### src/mem_settings.svh
`ifndef MEM_SETTINGS_SVH
`define MEM_SETTINGS_SVH

// word address width of each RAM, 4096 words
`define RAM_ADDR_WIDTH 12

`define DATA_WIDTH 32
`define BE_WIDTH 4

// byte address width seen by the core ports
`define CORE_ADDR_WIDTH 32

// top 12 address bits that select the data RAM
`define RAM_REGION_BASE 12'h001

`endif

### src/mem_pkg.sv
`include "mem_settings.svh"

package mem_pkg;

  typedef logic [`DATA_WIDTH-1:0]      word_t;
  typedef logic [`BE_WIDTH-1:0]        be_t;
  typedef logic [`CORE_ADDR_WIDTH-1:0] core_addr_t;
  typedef logic [`RAM_ADDR_WIDTH-1:0]  ram_addr_t;

  // where the next load/store response comes from
  typedef enum logic [0:0]
  {
    TARGET_RAM = 1'b0,
    TARGET_EXT = 1'b1
  } lsu_target_e;

endpackage

### src/lsu_demux.sv
`timescale 1ns/10ps

`include "mem_settings.svh"

module lsu_demux
  import mem_pkg::*;
(
  input  logic       clk,
  input  logic       rst_n,

  input  logic       lsu_req_i,
  input  logic       lsu_we_i,
  input  core_addr_t lsu_addr_i,
  input  be_t        lsu_be_i,
  input  word_t      lsu_wdata_i,
  output logic       lsu_gnt_o,
  output logic       lsu_rvalid_o,
  output word_t      lsu_rdata_o,

  output logic       ram_req_o,
  input  logic       ram_gnt_i,
  input  logic       ram_rvalid_i,
  input  word_t      ram_rdata_i,

  output logic       ext_req_o,
  input  logic       ext_gnt_i,
  input  logic       ext_rvalid_i,
  input  word_t      ext_rdata_i
);

  localparam int REGION_BITS = 12;

  logic        is_ram;
  lsu_target_e target_q;
  lsu_target_e target_d;

  assign is_ram = (lsu_addr_i[`CORE_ADDR_WIDTH-1 -: REGION_BITS] == `RAM_REGION_BASE);

  assign ram_req_o = lsu_req_i &  is_ram;
  assign ext_req_o = lsu_req_i & ~is_ram;
  assign lsu_gnt_o = lsu_req_i & (is_ram ? ram_gnt_i : ext_gnt_i);

  // follows the region of every request, granted or not
  always_comb
  begin
    target_d = target_q;
    if (lsu_req_i)
    begin
      target_d = is_ram ? TARGET_RAM : TARGET_EXT;
    end
  end

  always_ff @(posedge clk, negedge rst_n)
  begin
    if (rst_n == 1'b0)
    begin
      target_q <= TARGET_RAM;
    end
    else
    begin
      target_q <= target_d;
    end
  end

  // route response back to the lsu
  always_comb
  begin
    lsu_rvalid_o = ram_rvalid_i;
    lsu_rdata_o  = ram_rdata_i;
    case (target_q)
      TARGET_EXT:
      begin
        lsu_rvalid_o = ext_rvalid_i;
        lsu_rdata_o  = ext_rdata_i;
      end
      TARGET_RAM:
      begin
        lsu_rvalid_o = ram_rvalid_i;
        lsu_rdata_o  = ram_rdata_i;
      end
    endcase
  end

endmodule

### config.mk
export PLATFORM = sky130hd
export DESIGN_NAME = lsu_demux
export DESIGN_NICKNAME = d
export VERILOG_FILES = /design/src/mem_pkg.sv /design/src/lsu_demux.sv
export VERILOG_INCLUDE_DIRS = /design/src
export SDC_FILE = /design/constraint.sdc
export NUM_CORES = 1
export LEC_CHECK = 0
export BUFFER_PORTS_ARGS = -buffer_cell sky130_fd_sc_hd__buf_4
export CAP_MARGIN = 10
export CORE_MARGIN = 8
export CORE_UTILIZATION = 19
export DETAILED_ROUTE_END_ITERATION = 7
export PLACE_DENSITY = 0.87
export SYNTH_ARGS = -nofsm -noshare
export SYNTH_HDL_FRONTEND = slang
export SYNTH_SLANG_ARGS = --single-unit
### constraint.sdc
create_clock -name clk -period 2.1 [get_ports clk]
set_input_delay 0.21 -clock clk [delete_from_list [all_inputs] [get_ports clk]]
set_output_delay 0.21 -clock clk [all_outputs]
set_load 0.005 [all_outputs]
# Yosys cells after proc, flatten, opt, wreduce, memory -nomap -nowiden
# Cells that the tools add are included.
[totals]
regBits = 1
input_bits = 140
output_inout_bits = 36
word_cells = 11
[classes]
eq_ne = 1
n_mux = 4
bitwise_logic = 5
[ops]
columns = ["op", "count"]
rows = [
  ["$pmux W32 S2", 1],
  ["$eq A12 B1 Y1 const B", 1],
  ["$and A1 B1 Y1", 3],
  ["$mux W1", 2],
  ["$not A1 Y1", 2],
  ["$pmux W1 S2", 1],
]

# Depth between registers and ports, before layout
[depth]
ltp_word = 3
ltp_mapped = 4
depth_no_buf = 3

# Worst setup path after synthesis
# No wires, ideal clock.
[synth_path]
path_kind = "register to output"
startpoint = "reg target_q"
endpoint = "out lsu_rdata_o[0]"
t_arrival_ns = 0.909
required_time_ns = 1.890
path_slack_ns = 0.981
stages_incl_launch_ff = 4
n_path_buf = 2
cell_sequence = "dfrtp_1 -> buf_6 -> buf_6 -> mux2_2"
[synth_via]
elab_chain_len = 2
[synth_lines]
columns = ["element", "line", "source"]
rows = [
  ["from (decl)", "lsu_demux.sv:34", "lsu_target_e target_q;"],
  ["from (signal assigned)", "lsu_demux.sv:61", "target_q <= target_d;"],
  ["$not A1 Y1", "lsu_demux.sv:70", "case (target_q)"],
  ["$pmux W32 S2 *", "lsu_demux.sv:70", ""],
  ["to (decl)", "lsu_demux.sv:18", "output word_t lsu_rdata_o,"],
]
# Every way passes the cells marked *; elsewhere a longest branch is shown, timed or not.

# Final worst setup path
[layout_path]
startpoint = "reg target_q"
endpoint = "out lsu_rdata_o[14]"
# The elaborated chain is that of the path after synthesis.

==> out/results.tsv <==
metric	value	unit
drt first pass iters	2	
met2 WL	1.44	mm
biggest regs	target_q: 1 flops	
Max Clock Freq	693	MHz
final period utilization	0.687	
Setup Viol. Count Final	0	
Synth Register Bits	1	
Req. time, crit path	1.89	ns
I/O pin total	176	
share of cells above drive strength 1	0.933	
main combinational cell family by area after synthesis	multiplexers	
WL/cell	17.1	um
Die Ht	68.1	um
initial antenna violation count	0	
number of flip-flops in the largest register	1	
Clock Latency Late Sink	0	ns
Core Rows	19	
pin count of the biggest net entering global routing	34	
buffers added on ports	118	
drt total wl	3.35	mm
Setup CP Type	reg2out	
footprint of the multi-input gates	445	um^2
Biggest register	target_q	
Synth Area in Compound Gates	0.00971	
CP max FO	33	
Total GRT Usage	0.116	
core footprint	2660	um^2
GRT overflow	0	
Worst setup EP type	output port	
Slowest Stage Delay on Critical Path	0.40	ns
Max Cap Viol	0	
vias per cell	4.41	
Final Max Slew Viols	0	
post-synthesis xor/xnor area fraction	0	
most common cell after layout, fill and taps aside	buf_4	
worst path arrival time	1.23	ns
Clock power frac	0	
multiplexer area fraction after synthesis	0.740	
area grow syn2layout	174	%
Synth cell types	12	
Post-CTS Repair Setup Buffers	0	
Cells on Worst Hold Path	2	
Post-Syn Instances	49	
clock skew	0	ns
CP cell instances	buf_4 > mux2_2 > buf_4	
combinational share of power	0.916	
Leakage	0.750	nW
yosys warns	0	
Final WS setup	0.656	ns
Post-Synthesis Net Count	189	
most used cell, CP	buf_4	
Switching Share	0.225	
adder-cell share of the synthesized area	0	
crit path launch type	flop	
met1 WL	1.25	mm
Max-slew headroom	0.733	
cell count of the worst reg-to-reg path	2	
Nets	307	
worst slew pin tran	0.400	ns
Top Metal Used	met3	
Initial Utilization	0.194	
top cell type by total area after synthesis	mux2_2	
Setup WS pre-CTS	0.656	ns
DR iter-0 viols	31	
RSZ-0062 raised after global routing	no	
post-synthesis cell area	515	um^2
Filler cells	264	
pwr dens	166	nW/um^2
switching power	0.0530	mW
sequential area share after synthesis	0.0485	
post-route antenna net violation count	0	
class of the most critical hold timing path	in2reg	
Hold Vio Cnt, Final	0	
Detail Route met3 WL	655	um
critical path's slowest cell	mux2_2	
die width	68.1	um
internal power	0.182	mW
vias in the first global route	914	
top cell type's share of synthesized area	0.721	
Residual DRC	0	
first-pass GRT wire length	4.30	mm
Syn Area/Cell	10.5	um^2
dpl cells	195	
VDD IR max	0.103	mV
Ant. Diodes	0	
Finished Layout Cells	196	
Seq pwr share	0.084	
routed vias	864	
Register Area	25.0	um^2
setup TNS	0	ns
minimum clock period	1.44	ns
Area contributors post-synth	mux2_2 (72%), buf_6 (8.7%), dfrtp_1 (4.9%)	
RD Place Congestion	0.680	
Die ar.	4640	um^2
status	finished clean	
most frequent cells in the layout	buf_4 (119), mux2_2 (33), nor4_1 (2), nand2_1 (2)	
clk slew on worst S/H paths	0	ns
post-synthesis simple-gate area fraction	0.114	
layout make-up:
type,count,share of cell area
Sequential cell,1,0.0177
Multi-Input combinational cell,44,0.315
Tap cell,31,0.0275
Timing Repair Buffer,120,0.640
power groups by stage:
| stage | registers [mW] | clock network, mW | logic (mW) |
|---|---|---|---|
| floorplan | 0.0196 | 0 | 0.0409 |
| global placement | 0.0196 | 0 | 0.214 |
| detailed placement | 0.0196 | 0 | 0.216 |
| CTS | 0.0196 | 0 | 0.219 |
| global route | 0.0196 | 0 | 0.232 |
| finish | 0.0196 | 0 | 0.215 |
per-stage QoR:
stage / area, um^2 / total power [mW] / util / hold slack [ns]
after floorplan: 515 / 0.0606 / - / -0.0856
after detailed placement: 1400 / 0.236 / 0.527 / -0.00924
final: 1410 / 0.235 / 0.531 / 0.420
after global placement: 1400 / 0.234 / 0.527 / -0.00979
after CTS: 1410 / 0.239 / 0.531 / 0.423
after global routing: 1410 / 0.251 / 0.531 / 0.456
path summary, 6_finish.rpt:
path | start | to | slack, ns
worst max-delay path | target_q | lsu_rdata_o[14] | 0.66
worst min-delay path | lsu_req_i | target_q | 0.42
worst max register to register | target_q | target_q | 1.48
worst min register to register | target_q | target_q | 0.51
max in group asynchronous | rst_n | target_q | 1.48
min in group asynchronous | rst_n | target_q | 0.53
Yosys cell counts, drive strengths merged:
library cell and number:
mux2 33, buf 4, nand2 2, nor4 2, a21oi 1, and2 1, and3 1, dfrtp 1
mux2i 1, nor2 1, nor2b 1, nor4b 1
critical path: cells and delay by family (launching register included):
kind	cells	cell delay (ns)
buffers and inverters	2	0.51
multiplexers	1	0.40
flip-flops	1	0.32
kinds of logic after synthesis:
kind of cell    after synthesis
flops                         1
simple gates                  9
compound gates                1
mux                          34
buf+inv                       4
routing by layer:
metal,global-route usage,vias to the layer above
met5,0,-
met1,0.141,371
met4,0,0
met3,0.0573,0
met2,0.191,76
li1,-,417
what timing repair did:
action                                 in CTS  in global routing
endpoints found under the hold margin       1                  0
resized for setup                           0                  0
hold buffers                                1                  0
No activity file was read; power rests on OpenSTA's default activity.
